<file path="config.mk">
export PLATFORM = sky130hd
export DESIGN_NAME = accel_core_top
export DESIGN_NICKNAME = d
export VERILOG_FILES = /design/src/hw/accel_core_pkg.sv /design/src/hw/accel_core_weight_loader.sv /design/src/hw/accel_core_weight_slots.sv /design/src/hw/accel_core_mac_unit.sv /design/src/hw/accel_core_mul_top.sv /design/src/hw/accel_core_top.sv
export VERILOG_INCLUDE_DIRS = /design/src /design/src/hw
export SDC_FILE = /design/constraint.sdc
export NUM_CORES = 1
export LEC_CHECK = 0
export BUFFER_PORTS_ARGS = -buffer_cell sky130_fd_sc_hd__buf_4
export CAP_MARGIN = 20
export CORE_ASPECT_RATIO = 0.75
export CORE_UTILIZATION = 35
export DETAILED_ROUTE_END_ITERATION = 16
export HOLD_SLACK_MARGIN = 0.12
export PLACE_DENSITY = 0.48
export SLEW_MARGIN = 10
export SYNTH_ARGS = -nofsm -noshare
export SYNTH_HDL_FRONTEND = slang
export SYNTH_SLANG_ARGS = --single-unit
</file>
<file path="constraint.sdc">
create_clock -name Clock -period 21.3 [get_ports Clock]
set_clock_uncertainty 0.05 [all_clocks]
set_input_delay 3.195 -clock Clock [delete_from_list [all_inputs] [get_ports Clock]]
set_output_delay 3.195 -clock Clock [all_outputs]
set_load 0.01 [all_outputs]
</file>
<file path="src/hw/accel_core_config.svh">
`ifndef ACCEL_CORE_CONFIG_SVH
`define ACCEL_CORE_CONFIG_SVH

// neurons per vector, also weights per row
`define ACCEL_VEC_LEN 8

`define ACCEL_SLOT_NUM 3

`define ACCEL_DATA_W 8
`define ACCEL_ACC_W 20
`define ACCEL_ACC_SHIFT 4

// neuron index and row count, row count never above VEC_LEN
`define ACCEL_IDX_W 4

`endif

</file>
<file path="src/hw/accel_core_pkg.sv">
`include "accel_core_config.svh"

package accel_core_pkg;

    typedef logic signed [`ACCEL_DATA_W-1:0] t_elem;
    typedef t_elem [`ACCEL_VEC_LEN-1:0] t_vec;

    typedef struct packed {
        logic [`ACCEL_IDX_W-1:0] row_count;
    } t_layer_meta;

    // input and output vectors
    typedef struct packed {
        t_vec        data;
        t_layer_meta meta_data;
    } t_buffer_inout;

    typedef struct packed {
        logic [`ACCEL_IDX_W-1:0] neuron_idx;
    } t_weight_meta;

    // one weight row, tagged with the neuron it computes
    typedef struct packed {
        t_vec         data;
        t_weight_meta meta_data;
    } t_buffer_weights;

    typedef enum logic [1:0] {W1 = 2'd0, W2 = 2'd1, W3 = 2'd2, NONE = 2'd3} t_buffer_sel;

    typedef enum logic [1:0] {IDLE, ACCUM, FINISH} t_mac_state;

    typedef struct packed {
        logic            en;
        t_buffer_sel     sel;
        t_buffer_weights row;
    } t_slot_write;

    // lowest set bit of a slot mask, NONE when empty
    function automatic t_buffer_sel first_slot(input logic [`ACCEL_SLOT_NUM-1:0] mask);
        t_buffer_sel sel;
        sel = NONE;
        for (int i = `ACCEL_SLOT_NUM - 1; i >= 0; i--) begin
            if (mask[i]) begin
                sel = t_buffer_sel'(i);
            end
        end
        return sel;
    endfunction

endpackage

</file>
<file path="src/hw/accel_core_weight_loader.sv">
`timescale 1ns/1ps
`include "accel_core_config.svh"

module accel_core_weight_loader (
    input  logic                          Clock,
    input  logic                          rst_n,
    input  logic                          in_load,
    input  logic                          w_load,
    input  accel_core_pkg::t_vec          w_data,
    input  logic [`ACCEL_SLOT_NUM-1:0]    slot_full,
    output logic                          w_ready,
    output accel_core_pkg::t_slot_write   slot_wr
);
    import accel_core_pkg::*;

    logic [`ACCEL_IDX_W-1:0] neuron_cnt;
    logic                    accept;
    t_buffer_sel             free_sel;

    logic            wr_en_q;
    t_buffer_sel     wr_sel_q;
    t_buffer_weights wr_row_q;

    // slot_full already counts a write still in flight
    assign w_ready  = ~&slot_full;
    assign accept   = w_load & w_ready;
    assign free_sel = first_slot(~slot_full);

    always_ff @(posedge Clock or negedge rst_n) begin
        if (!rst_n) begin
            neuron_cnt <= '0;
            wr_en_q    <= 1'b0;
        end else begin
            wr_en_q <= accept;
            if (in_load) begin
                neuron_cnt <= '0;
            end else if (accept) begin
                neuron_cnt <= neuron_cnt + 1'b1;
            end
        end
    end

    always_ff @(posedge Clock) begin
        if (accept) begin
            wr_sel_q                     <= free_sel;
            wr_row_q.data                <= w_data;
            wr_row_q.meta_data.neuron_idx <= neuron_cnt;
        end
    end

    always_comb begin
        slot_wr.en  = wr_en_q;
        slot_wr.sel = wr_sel_q;
        slot_wr.row = wr_row_q;
    end

endmodule

</file>
<file path="src/hw/accel_core_weight_slots.sv">
`timescale 1ns/1ps
`include "accel_core_config.svh"

module accel_core_weight_slots (
    input  logic                              Clock,
    input  logic                              rst_n,
    input  accel_core_pkg::t_slot_write       slot_wr,
    input  logic                              release_w1,
    input  logic                              release_w2,
    input  logic                              release_w3,
    output logic [`ACCEL_SLOT_NUM-1:0]        slot_full,
    output accel_core_pkg::t_buffer_weights   slot_row_1,
    output accel_core_pkg::t_buffer_weights   slot_row_2,
    output accel_core_pkg::t_buffer_weights   slot_row_3
);
    import accel_core_pkg::*;

    logic [`ACCEL_SLOT_NUM-1:0] full_q;
    logic [`ACCEL_SLOT_NUM-1:0] wr_hit;
    logic [`ACCEL_SLOT_NUM-1:0] rel;
    t_buffer_weights            row_q [`ACCEL_SLOT_NUM];

    assign rel = {release_w3, release_w2, release_w1};

    always_comb begin
        wr_hit = '0;
        if (slot_wr.en) begin
            wr_hit[slot_wr.sel] = 1'b1;
        end
    end

    //////////////////////////////////////////////////////////////////////
    // full flags

    always_ff @(posedge Clock or negedge rst_n) begin
        if (!rst_n) begin
            full_q <= '0;
        end else begin
            full_q <= (full_q | wr_hit) & ~rel;
        end
    end

    // a pending write shows as full right away, so the loader
    // never picks the same slot twice in a row
    assign slot_full = full_q | wr_hit;

    //////////////////////////////////////////////////////////////////////
    // row storage

    always_ff @(posedge Clock) begin
        if (slot_wr.en) begin
            row_q[slot_wr.sel] <= slot_wr.row;
        end
    end

    assign slot_row_1 = row_q[0];
    assign slot_row_2 = row_q[1];
    assign slot_row_3 = row_q[2];

endmodule

</file>
<file path="src/hw/accel_core_mac_unit.sv">
`timescale 1ns/1ps
`include "accel_core_config.svh"

module accel_core_mac_unit (
    input  logic                              Clock,
    input  logic                              rst_n,
    input  logic                              clear,
    input  logic                              start,
    input  accel_core_pkg::t_vec              neuron_in,
    input  accel_core_pkg::t_buffer_weights   w1,
    output logic signed [`ACCEL_DATA_W-1:0]   result,
    output logic                              out_valid
);
    import accel_core_pkg::*;

    localparam int LANE_W = $clog2(`ACCEL_VEC_LEN);
    localparam int ACC_W  = `ACCEL_ACC_W;
    localparam logic signed [ACC_W-1:0] SAT_MAX = 2 ** (`ACCEL_DATA_W - 1) - 1;
    localparam logic signed [ACC_W-1:0] SAT_MIN = -(2 ** (`ACCEL_DATA_W - 1));

    t_mac_state                          state;
    logic [LANE_W-1:0]                   lane;
    logic signed [ACC_W-1:0]             acc;
    logic signed [2*`ACCEL_DATA_W-1:0]   prod;
    logic signed [ACC_W-1:0]             shifted;

    assign prod = $signed(neuron_in[lane]) * $signed(w1.data[lane]);

    // lane 0 is taken on the start edge, out_valid lands VEC_LEN cycles later
    always_ff @(posedge Clock or negedge rst_n) begin
        if (!rst_n) begin
            state <= IDLE;
            lane  <= '0;
        end else if (clear) begin
            state <= IDLE;
            lane  <= '0;
        end else begin
            case (state)
                IDLE: begin
                    if (start) begin
                        state <= ACCUM;
                        lane  <= lane + 1'b1;
                    end
                end
                ACCUM: begin
                    lane <= lane + 1'b1;
                    if (lane == LANE_W'(`ACCEL_VEC_LEN - 1)) begin
                        state <= FINISH;
                    end
                end
                default: state <= IDLE;
            endcase
        end
    end

    always_ff @(posedge Clock) begin
        if (state == IDLE) begin
            acc <= prod;
        end else if (state == ACCUM) begin
            acc <= acc + prod;
        end
    end

    assign shifted   = acc >>> `ACCEL_ACC_SHIFT;
    assign out_valid = (state == FINISH);

    always_comb begin
        if (shifted > SAT_MAX) begin
            result = SAT_MAX[`ACCEL_DATA_W-1:0];
        end else if (shifted < SAT_MIN) begin
            result = SAT_MIN[`ACCEL_DATA_W-1:0];
        end else begin
            result = shifted[`ACCEL_DATA_W-1:0];
        end
    end

endmodule

</file>
<file path="src/hw/accel_core_mul_top.sv">
`timescale 1ns/1ps
`include "accel_core_config.svh"

module accel_core_mul_top (
    input  logic                              Clock,
    input  logic                              rst_n,
    input  logic                              in_load,
    input  accel_core_pkg::t_buffer_inout     input_vec,
    input  accel_core_pkg::t_buffer_weights   w1,
    input  accel_core_pkg::t_buffer_weights   w2,
    input  accel_core_pkg::t_buffer_weights   w3,
    input  logic [`ACCEL_SLOT_NUM-1:0]        slot_full,
    output accel_core_pkg::t_buffer_inout     output_vec,
    output logic                              release_w1,
    output logic                              release_w2,
    output logic                              release_w3,
    output logic                              done_layer
);
    import accel_core_pkg::*;

    localparam int IDX_W = `ACCEL_IDX_W;

    logic                            start_m1;
    logic                            start_m2;
    logic                            out_valid_m1;
    logic                            out_valid_m2;
    t_buffer_sel                     assign_m1;
    t_buffer_sel                     assign_m2;
    t_buffer_weights                 weight_m1;
    t_buffer_weights                 weight_m2;
    logic signed [`ACCEL_DATA_W-1:0] result_m1;
    logic signed [`ACCEL_DATA_W-1:0] result_m2;

    logic [`ACCEL_SLOT_NUM-1:0] claimed;
    logic [`ACCEL_SLOT_NUM-1:0] avail;
    logic [`ACCEL_SLOT_NUM-1:0] avail_b;
    logic [`ACCEL_SLOT_NUM-1:0] release_vec;
    t_buffer_sel                pick_a;
    t_buffer_sel                pick_m2;
    logic [IDX_W-1:0]           done_cnt_next;

    function automatic t_buffer_weights slot_mux(input t_buffer_sel sel,
                                                 input t_buffer_weights a,
                                                 input t_buffer_weights b,
                                                 input t_buffer_weights c);
        case (sel)
            W1:      return a;
            W2:      return b;
            W3:      return c;
            default: return '0;
        endcase
    endfunction

    //////////////////////////////////////////////////////////////////////
    // controller: slot to unit assignment

    always_comb begin
        for (int i = 0; i < `ACCEL_SLOT_NUM; i++) begin
            claimed[i]     = (assign_m1 == t_buffer_sel'(i)) || (assign_m2 == t_buffer_sel'(i));
            release_vec[i] = (out_valid_m1 && assign_m1 == t_buffer_sel'(i)) ||
                             (out_valid_m2 && assign_m2 == t_buffer_sel'(i));
        end
        avail   = slot_full & ~claimed;
        pick_a  = first_slot(avail);
        avail_b = avail;
        if (pick_a != NONE) begin
            avail_b[pick_a] = 1'b0;
        end
        // m1 wins when both are idle
        pick_m2 = (assign_m1 == NONE) ? first_slot(avail_b) : pick_a;
    end

    always_ff @(posedge Clock or negedge rst_n) begin
        if (!rst_n) begin
            assign_m1 <= NONE;
            assign_m2 <= NONE;
            start_m1  <= 1'b0;
            start_m2  <= 1'b0;
        end else begin
            start_m1 <= 1'b0;
            start_m2 <= 1'b0;
            if (in_load) begin
                assign_m1 <= NONE;
                assign_m2 <= NONE;
            end else begin
                if (out_valid_m1) begin
                    assign_m1 <= NONE;
                end else if (assign_m1 == NONE && pick_a != NONE) begin
                    assign_m1 <= pick_a;
                    start_m1  <= 1'b1;
                end
                if (out_valid_m2) begin
                    assign_m2 <= NONE;
                end else if (assign_m2 == NONE && pick_m2 != NONE) begin
                    assign_m2 <= pick_m2;
                    start_m2  <= 1'b1;
                end
            end
        end
    end

    assign release_w1 = release_vec[0];
    assign release_w2 = release_vec[1];
    assign release_w3 = release_vec[2];

    assign weight_m1 = slot_mux(assign_m1, w1, w2, w3);
    assign weight_m2 = slot_mux(assign_m2, w1, w2, w3);

    accel_core_mac_unit m1 (
        .Clock     (Clock),
        .rst_n     (rst_n),
        .clear     (in_load),
        .start     (start_m1),
        .neuron_in (input_vec.data),
        .w1        (weight_m1),
        .result    (result_m1),
        .out_valid (out_valid_m1)
    );

    accel_core_mac_unit m2 (
        .Clock     (Clock),
        .rst_n     (rst_n),
        .clear     (in_load),
        .start     (start_m2),
        .neuron_in (input_vec.data),
        .w1        (weight_m2),
        .result    (result_m2),
        .out_valid (out_valid_m2)
    );

    //////////////////////////////////////////////////////////////////////
    // output vector, meta_data counts finished rows

    assign done_cnt_next = output_vec.meta_data.row_count + IDX_W'(out_valid_m1)
                         + IDX_W'(out_valid_m2);

    always_ff @(posedge Clock or negedge rst_n) begin
        if (!rst_n) begin
            output_vec <= '0;
            done_layer <= 1'b0;
        end else begin
            done_layer <= 1'b0;
            if (in_load) begin
                output_vec <= '0;
            end else begin
                if (out_valid_m1) begin
                    output_vec.data[weight_m1.meta_data.neuron_idx] <= result_m1;
                end
                if (out_valid_m2) begin
                    output_vec.data[weight_m2.meta_data.neuron_idx] <= result_m2;
                end
                if (out_valid_m1 || out_valid_m2) begin
                    output_vec.meta_data.row_count <= done_cnt_next;
                    done_layer <= (done_cnt_next == input_vec.meta_data.row_count);
                end
            end
        end
    end

endmodule

</file>
<file path="src/hw/accel_core_top.sv">
`timescale 1ns/1ps
`include "accel_core_config.svh"

module accel_core_top (
    input  logic                            Clock,
    input  logic                            rst_n,
    input  logic                            in_load,
    input  accel_core_pkg::t_buffer_inout   in_vec,
    input  logic                            w_load,
    input  accel_core_pkg::t_vec            w_data,
    output logic                            w_ready,
    output accel_core_pkg::t_buffer_inout   out_vec,
    output logic                            done_layer
);
    import accel_core_pkg::*;

    t_buffer_inout              in_vec_q;
    t_slot_write                slot_wr;
    logic [`ACCEL_SLOT_NUM-1:0] slot_full;
    t_buffer_weights            slot_row_1;
    t_buffer_weights            slot_row_2;
    t_buffer_weights            slot_row_3;
    logic                       release_w1;
    logic                       release_w2;
    logic                       release_w3;

    // input activations, held for the whole layer
    always_ff @(posedge Clock) begin
        if (in_load) begin
            in_vec_q <= in_vec;
        end
    end

    accel_core_weight_loader u_loader (
        .Clock     (Clock),
        .rst_n     (rst_n),
        .in_load   (in_load),
        .w_load    (w_load),
        .w_data    (w_data),
        .slot_full (slot_full),
        .w_ready   (w_ready),
        .slot_wr   (slot_wr)
    );

    accel_core_weight_slots u_slots (
        .Clock      (Clock),
        .rst_n      (rst_n),
        .slot_wr    (slot_wr),
        .release_w1 (release_w1),
        .release_w2 (release_w2),
        .release_w3 (release_w3),
        .slot_full  (slot_full),
        .slot_row_1 (slot_row_1),
        .slot_row_2 (slot_row_2),
        .slot_row_3 (slot_row_3)
    );

    accel_core_mul_top u_mul (
        .Clock      (Clock),
        .rst_n      (rst_n),
        .in_load    (in_load),
        .input_vec  (in_vec_q),
        .w1         (slot_row_1),
        .w2         (slot_row_2),
        .w3         (slot_row_3),
        .slot_full  (slot_full),
        .output_vec (out_vec),
        .release_w1 (release_w1),
        .release_w2 (release_w2),
        .release_w3 (release_w3),
        .done_layer (done_layer)
    );

endmodule

</file>
## Yosys cells after proc, flatten, opt, wreduce, memory -nomap -nowiden

Memory sizes are Yosys's and may differ from the RTL's.
Index checks and enable logic that the tools add are counted.

| word-level totals | value |
|---|---|
| RAM bits | 204 |
| bits in registers | 271 |
| word-level logic and storage cells | 209 |
| memories | 1 |
| output and inout port bits | 70 |

| cells by class | value |
|---|---|
| mux-type cells | 76 |
| $mul | 2 |
| bitwise logic cells | 9 |
| equal/unequal tests | 19 |
| add/subtract/negate cells | 7 |
| order comparisons | 14 |
| reduce and logical (&&, ||, !) cells | 38 |

Memory list:

| name | words | width | read ports | clocked after memory_dff | wr ports | line | text |
|---|---|---|---|---|---|---|---|
| u_slots.row_q | 3 | 68 | 3 | 0 | 1 | accel_core_weight_slots.sv:21 | `` t_buffer_weights row_q [`ACCEL_SLOT_NUM]; `` |

Operators with widths:

| kind | number |
|---|---|
| 68-bit one-hot mux with 3 select lines | 2 |
| 64-bit 2-to-1 mux | 3 |
| 64-bit bitwise mux | 2 |
| 8-bit binary-select mux with 3-bit select | 4 |
| 20-bit 2-to-1 mux | 4 |
| 8-bit 2-to-1 mux | 10 |
| 68-bit 2-to-1 mux | 1 |
| 8-bit demux with 3-bit select | 2 |
| 20-bit by 16-bit adder with 20-bit output | 2 |
| 2-bit 2-to-1 mux | 17 |
| 16-bit by 8-bit greater-than comparator with 1-bit output, second input constant | 2 |
| 16-bit by 8-bit < comparator with 1-bit output, second input constant | 2 |
| 8-bit by 8-bit multiplier with 16-bit output | 2 |
| 3-bit 2-to-1 mux | 6 |
| 1-bit 2-to-1 mux | 16 |
| 2-bit == test, second input constant | 6 |
| 1-bit logical AND | 12 |
| 4-bit 2-to-1 mux | 3 |
| 3-bit NOT | 4 |
| 3-bit one-hot mux with 2 select lines | 2 |
| 3-bit nonzero test | 4 |
| 3-bit bitwise AND | 3 |
| 4-bit by 1-bit adder with 4-bit output | 2 |
| 2-bit by 1-bit == test with 1-bit output, second input constant | 4 |
| 23 further kinds | 50 |

## Longest topological paths before layout

| logic depth | value |
|---|---|
| depth in word-level cells | 26 |
| gate-level depth with buffers | 33 |
| gate-level depth less buffers | 30 |

## Cells and area by module

From an unflattened synthesis, not the netlist that was laid out.

| unflattened totals | value |
|---|---|
| cell total of the unflattened synthesis | 2403 |
| area, all modules | 28855.2 um2 |

Modules (own cells, without submodules):

| module | area an instance (um2) | instances | cells each | seq. area each (um2) |
|---|---|---|---|---|
| accel_core_mul_top | 7006.7 | 1 | 882 | 1881.8 |
| accel_core_weight_slots | 6284.8 | 1 | 220 | 6200.9 |
| accel_core_mac_unit at u_mul.m1 | 5661.7 | 1 | 569 | 725.7 |
| accel_core_mac_unit at u_mul.m2 | 5460.2 | 1 | 566 | 725.7 |
| accel_core_weight_loader | 2399.8 | 1 | 98 | 2227.1 |
| accel_core_top | 2042.0 | 1 | 68 | 2042.0 |

## Worst setup path before layout

Ideal clock, no wire load.

| timing | value |
|---|---|
| kind | register -> output |
| start point | register u_loader.wr_sel_q[0] |
| end point | output w_ready |
| setup slack | 11.934 ns |
| data arrival time | 6.121 ns |
| stages on the path, launching flop included | 3 |
| path buffers | 0 |
| cells stage by stage | edfxtp_1 -> nor3b_1 -> o21ai_1 |

| between the ends | value |
|---|---|
| word-level cells in the longest chain between the ends | 8 |

Ends and longest elaborated chain:

| element | line | text |
|---|---|---|
| start: declaration | accel_core_weight_loader.sv:21 | `t_buffer_sel wr_sel_q;` |
| start signal: assignment | accel_core_weight_loader.sv:45 | `wr_sel_q <= free_sel;` |
| 2-bit by 3-bit < comparator with 1-bit output (implied by the code) or 2-bit by 1-bit >= comparator with 1-bit output (tied branches) | accel_core_weight_slots.sv:28 | `wr_hit[slot_wr.sel] = 1'b1;` |
| 1-bit logical AND (implied by the code) | accel_core_weight_slots.sv:28 |  |
| 1-bit 2-to-1 mux (implied by the code) | accel_core_weight_slots.sv:28 |  |
| 1-bit demux with 2-bit select * | -- |  |
| 3-bit 2-to-1 mux * | accel_core_weight_slots.sv:27 | `if (slot_wr.en) begin` |
| 3-bit bitwise OR * | accel_core_weight_slots.sv:45 | `assign slot_full = full_q \| wr_hit;` |
| 3-bit AND reduction * | accel_core_weight_loader.sv:25 | `assign w_ready = ~&slot_full;` |
| 1-bit logical NOT * | accel_core_weight_loader.sv:25 |  |
| end: declaration | accel_core_top.sv:11 | `output logic w_ready,` |

Mark *: on every way between the ends. The rest lies on a longest branch, timed or not.

## Worst setup path in the final report

| timing | value |
|---|---|
| start point | register u_mul.assign_m1[1] |
| end point | register u_mul.m1.acc[19], data pin |

| between the ends | value |
|---|---|
| word-level cells in the longest chain between the ends | 8 |

Ends and longest elaborated chain:

| element | line | text |
|---|---|---|
| start: declaration | accel_core_mul_top.sv:27 | `t_buffer_sel assign_m1;` |
| start signal: assignment | accel_core_mul_top.sv:89 | `assign_m1 <= pick_a;` |
| 2-bit == test (tied with other cells) | accel_core_mul_top.sv:46 | `case (sel)` |
| 68-bit one-hot mux with 3 select lines * | accel_core_mul_top.sv:46 |  |
| 8-bit binary-select mux with 3-bit select * | accel_core_mac_unit.sv:27 | `assign prod = $signed(neuron_in[lane]) * $signed(w1.data[lane]);` |
| 8-bit 2-to-1 mux (implied by the code) * | accel_core_mac_unit.sv:27 |  |
| 8-bit by 8-bit multiplier with 16-bit output * | accel_core_mac_unit.sv:27 |  |
| 20-bit by 16-bit adder with 20-bit output | accel_core_mac_unit.sv:60 | `acc <= acc + prod;` |
| 20-bit 2-to-1 mux | accel_core_mac_unit.sv:59 | `end else if (state == ACCUM) begin` |
| 20-bit 2-to-1 mux * | accel_core_mac_unit.sv:57 | `if (state == IDLE) begin` |
| end signal: assignment | accel_core_mac_unit.sv:58 | `acc <= prod;` |
| end signal: assignment | accel_core_mac_unit.sv:60 |  |
| end: declaration | accel_core_mac_unit.sv:23 | `logic signed [ACC_W-1:0] acc;` |

Mark *: on every way between the ends. The rest lies on a longest branch, timed or not. The select of a mux whose other input is x is not followed.
A chain may end at the register's enable or synchronous reset.

==> flow_summary.toml <==
[timing]
slew_headroom_pct = 24.6
grt_setup_unrepaired = "no"
setup_tns_ns = 0
fmax_mhz = 106
finalMaxSlewViolations = 0
setup_viol = 0
finalCritPeriodShare_pct = 44.3
hold_viol = 0
tightestPinTransition_ns = 1.10
post-route-min-period_ns = 9.44
holdWs_ns = 0.413

[yosys]
synthesis.nets = 2720
synthSimpleGateAreaFrac_pct = 8.26
synth_top_family_by_area = "adder cells"
avgSynthCellArea_um2 = 12.0
synthArstFlopShare_pct = 19.6
yosysSeqAreaShare_pct = 48.6
syn_area_um2 = 28400
synthCells = 2363
synth-seq-cells = 475
synth_edf_count = 382
synth_adder_area_share_pct = 12.8
synth-xor-area-share_pct = 2.59
muxShareOfSynthArea_pct = 11.2
synthFlopType = "edfxtp_1"
yosysWarnings = 0
synth_cell_type_count = 79
synth_compound_area_share_pct = 12.0

[grt]
grt_max_degree = 94
grt_usage_pct = 18.7
grt_pass1_wl_um = 118000
grt_remaining_overflow = 0
antenna_found_initial = 1
grt_pass1_vias = 19600

[drt]
route.detailed.drc = 0
dr.pass1.iters = 6
drt_iter0_markers = 1500
antenna_left = 0
wl_per_cell_um = 21.1
routed_via_density = 5.29
drt-total-wl_um = 76700
via_count = 19200

[clocking]
tritoncts.num_buffers = 50
tritoncts = "built"
cts_max_path_buffers = 3
cts_max_level = 2
post_cts_buffers = 0
cts_sinks = 475
root_buffer = "clkbuf_16"
ctsResizeCount = 0
hold_buffers = 0
clk_pin_slew_ns = 0.07
insertion_delay_ns = 0.62

[finish]
area_growth_pct = 14.4
finalNonFillerCells = 3635
fin_area_um2 = 32500
drive_gt1_share_pct = 17.2
fin_nets = 2893

[die]
num_rows = 90
die_w_um = 331
die_y_um = 249
start_util_pct = 35.3
ios = 206
die_area_um2 = 82300
design.core.area_um2 = 80400

[placement]
place_area_um2 = 30900
place_inst = 3540
routabilityCongestion = 0.842
dp_hpwl_um = 52300
port_buffers = 205

[critical_path]
critPathRequiredTime_ns = 21.58
critical_path_class = "reg -> reg"
endpoint_kind = "flop"
arrival_ns = 9.71
start_kind = "flop"
crit_fanout = 76

[run]
cap_violations = 0

[status]
status = "completed"

[hold_path]
hold_class = "reg -> reg"
## placed cells by master, fill, tap and decap left out, drive strengths merged, types with 42 or more instances in the layout
cell type | Yosys | final
inv | 181 | 185
clkbuf | 49 | 61
fa | 115 | 115
xnor2 | 46 | 46
edfxtp | 382 | 382
a211oi | 69 | 69
buf | 62 | 232
ha | 106 | 106
mux2i | 186 | 186
dfrtp | 89 | 89
a21oi | 84 | 84
o211ai | 42 | 42
nor2 | 245 | 245
o21ai | 172 | 172
nand2 | 163 | 163
## critical path, cell delays in order (launching register included)
cell and delay (ns):
dfstp_2 0.51, buf_4 0.67, nor2b_4 0.28, buf_4 0.72, nand2_1 0.12, o211ai_1 0.12, o21ai_0 0.13, mux4_2 0.64
or2_1 0.34, fa_1 0.73, fa_1 0.49, fa_1 0.52, inv_1 0.05, fa_1 0.44, ha_1 0.37, nand2_1 0.09
nor2_1 0.04, a211oi_1 0.25, a32oi_1 0.17, xnor2_1 0.75, ha_1 0.41, o21ai_0 0.25, a21oi_1 0.14, a221oi_1 0.26
o21ai_0 0.18, xor2_1 0.17, nand2_1 0.09, xnor2_1 0.14
## per-stage QoR
stage | util (%) | setup slack, ns
floorplan | - | 11.93
detailed placement | 38.4 | 11.92
global route | 40.4 | 11.19
finish | 40.4 | 11.86
global placement | 38.4 | 11.68
CTS | 40.4 | 11.84
## state kept, by name, indices dropped and copies added, names as in the netlist
register / flops
u_slots.row_q: 204
u_loader.neuron_cnt: 4
u_mul.start_m2: 1
u_mul.output_vec: 68
u_slots.full_q: 3
u_mul.m1.state: 2
u_loader.slot_wr: 68
u_mul.m1.lane: 3
u_mul.m2.lane: 3
u_mul.m1.acc: 20
u_mul.m2.state: 2
u_mul.m2.acc: 20
u_mul.assign_m1: 2
u_mul.start_m1: 1
in_vec_q: 68
u_mul.done_layer: 1
u_loader.wr_sel_q: 2
u_loader.wr_en_q: 1
u_mul.assign_m2: 2
## cell usage after synthesis, types with 49 or more instances
library cell	instances	area share [%]
a21oi_1	82	1.4
a211oi_1	61	1.6
inv_1	180	2.4
nor2_1	235	3.1
nand2_1	159	2.1
fa_1	115	8.1
ha_1	106	4.7
clkbuf_1	49	0.65
mux2i_1	186	6.6
dfrtp_1	89	7.8
edfxtp_1	382	40
o21ai_0	127	2.2
## area by class of cell
type,instances,area [um2]
antenna,1,2.50
clock buffer,61,1350
clock inverter,31,208
fill,7646,47900
inverter,181,679
multi-input combinational,1596,13300
sequential,475,13800
tap,1058,1320
timing repair buffer,232,1750
## logic make-up after synthesis
group | after synthesis
AOI/OAI and AO/OA | 513
and+or+nand+nor | 513
DFF | 475
buffers and inverters | 292
muxes | 264
adders and majority gates | 222
xor gates and xnor gates | 84
## path summary, 6_finish.rpt
check | from | endpoint | slack, ns | cells after the start
setup / recovery | u_mul.assign_m1[1] | u_mul.m1.acc[19] | 11.86 | 27
hold / removal | u_loader.slot_wr[41] | u_slots.row_q[2][41] | 0.41 | 0
setup reg to reg | u_mul.assign_m1[1] | u_mul.m1.acc[19] | 11.86 | 27
hold reg to reg | u_loader.slot_wr[41] | u_slots.row_q[2][41] | 0.41 | 0
max in group asynchronous | rst_n | u_mul.output_vec[67] | 17.44 | 2
min in group asynchronous | rst_n | u_mul.output_vec[59] | 2.58 | 1
## layer usage
layer / track usage (%) / part of all wire, %
met5: 0 / 0
met4: 4.68 / 2.1
met3: 3.02 / 5.8
met2: 27.6 / 43
met1: 28.4 / 49
Power is not shown: default switching activity piles up to over one toggle a cycle in this logic, so the estimate is an artifact.
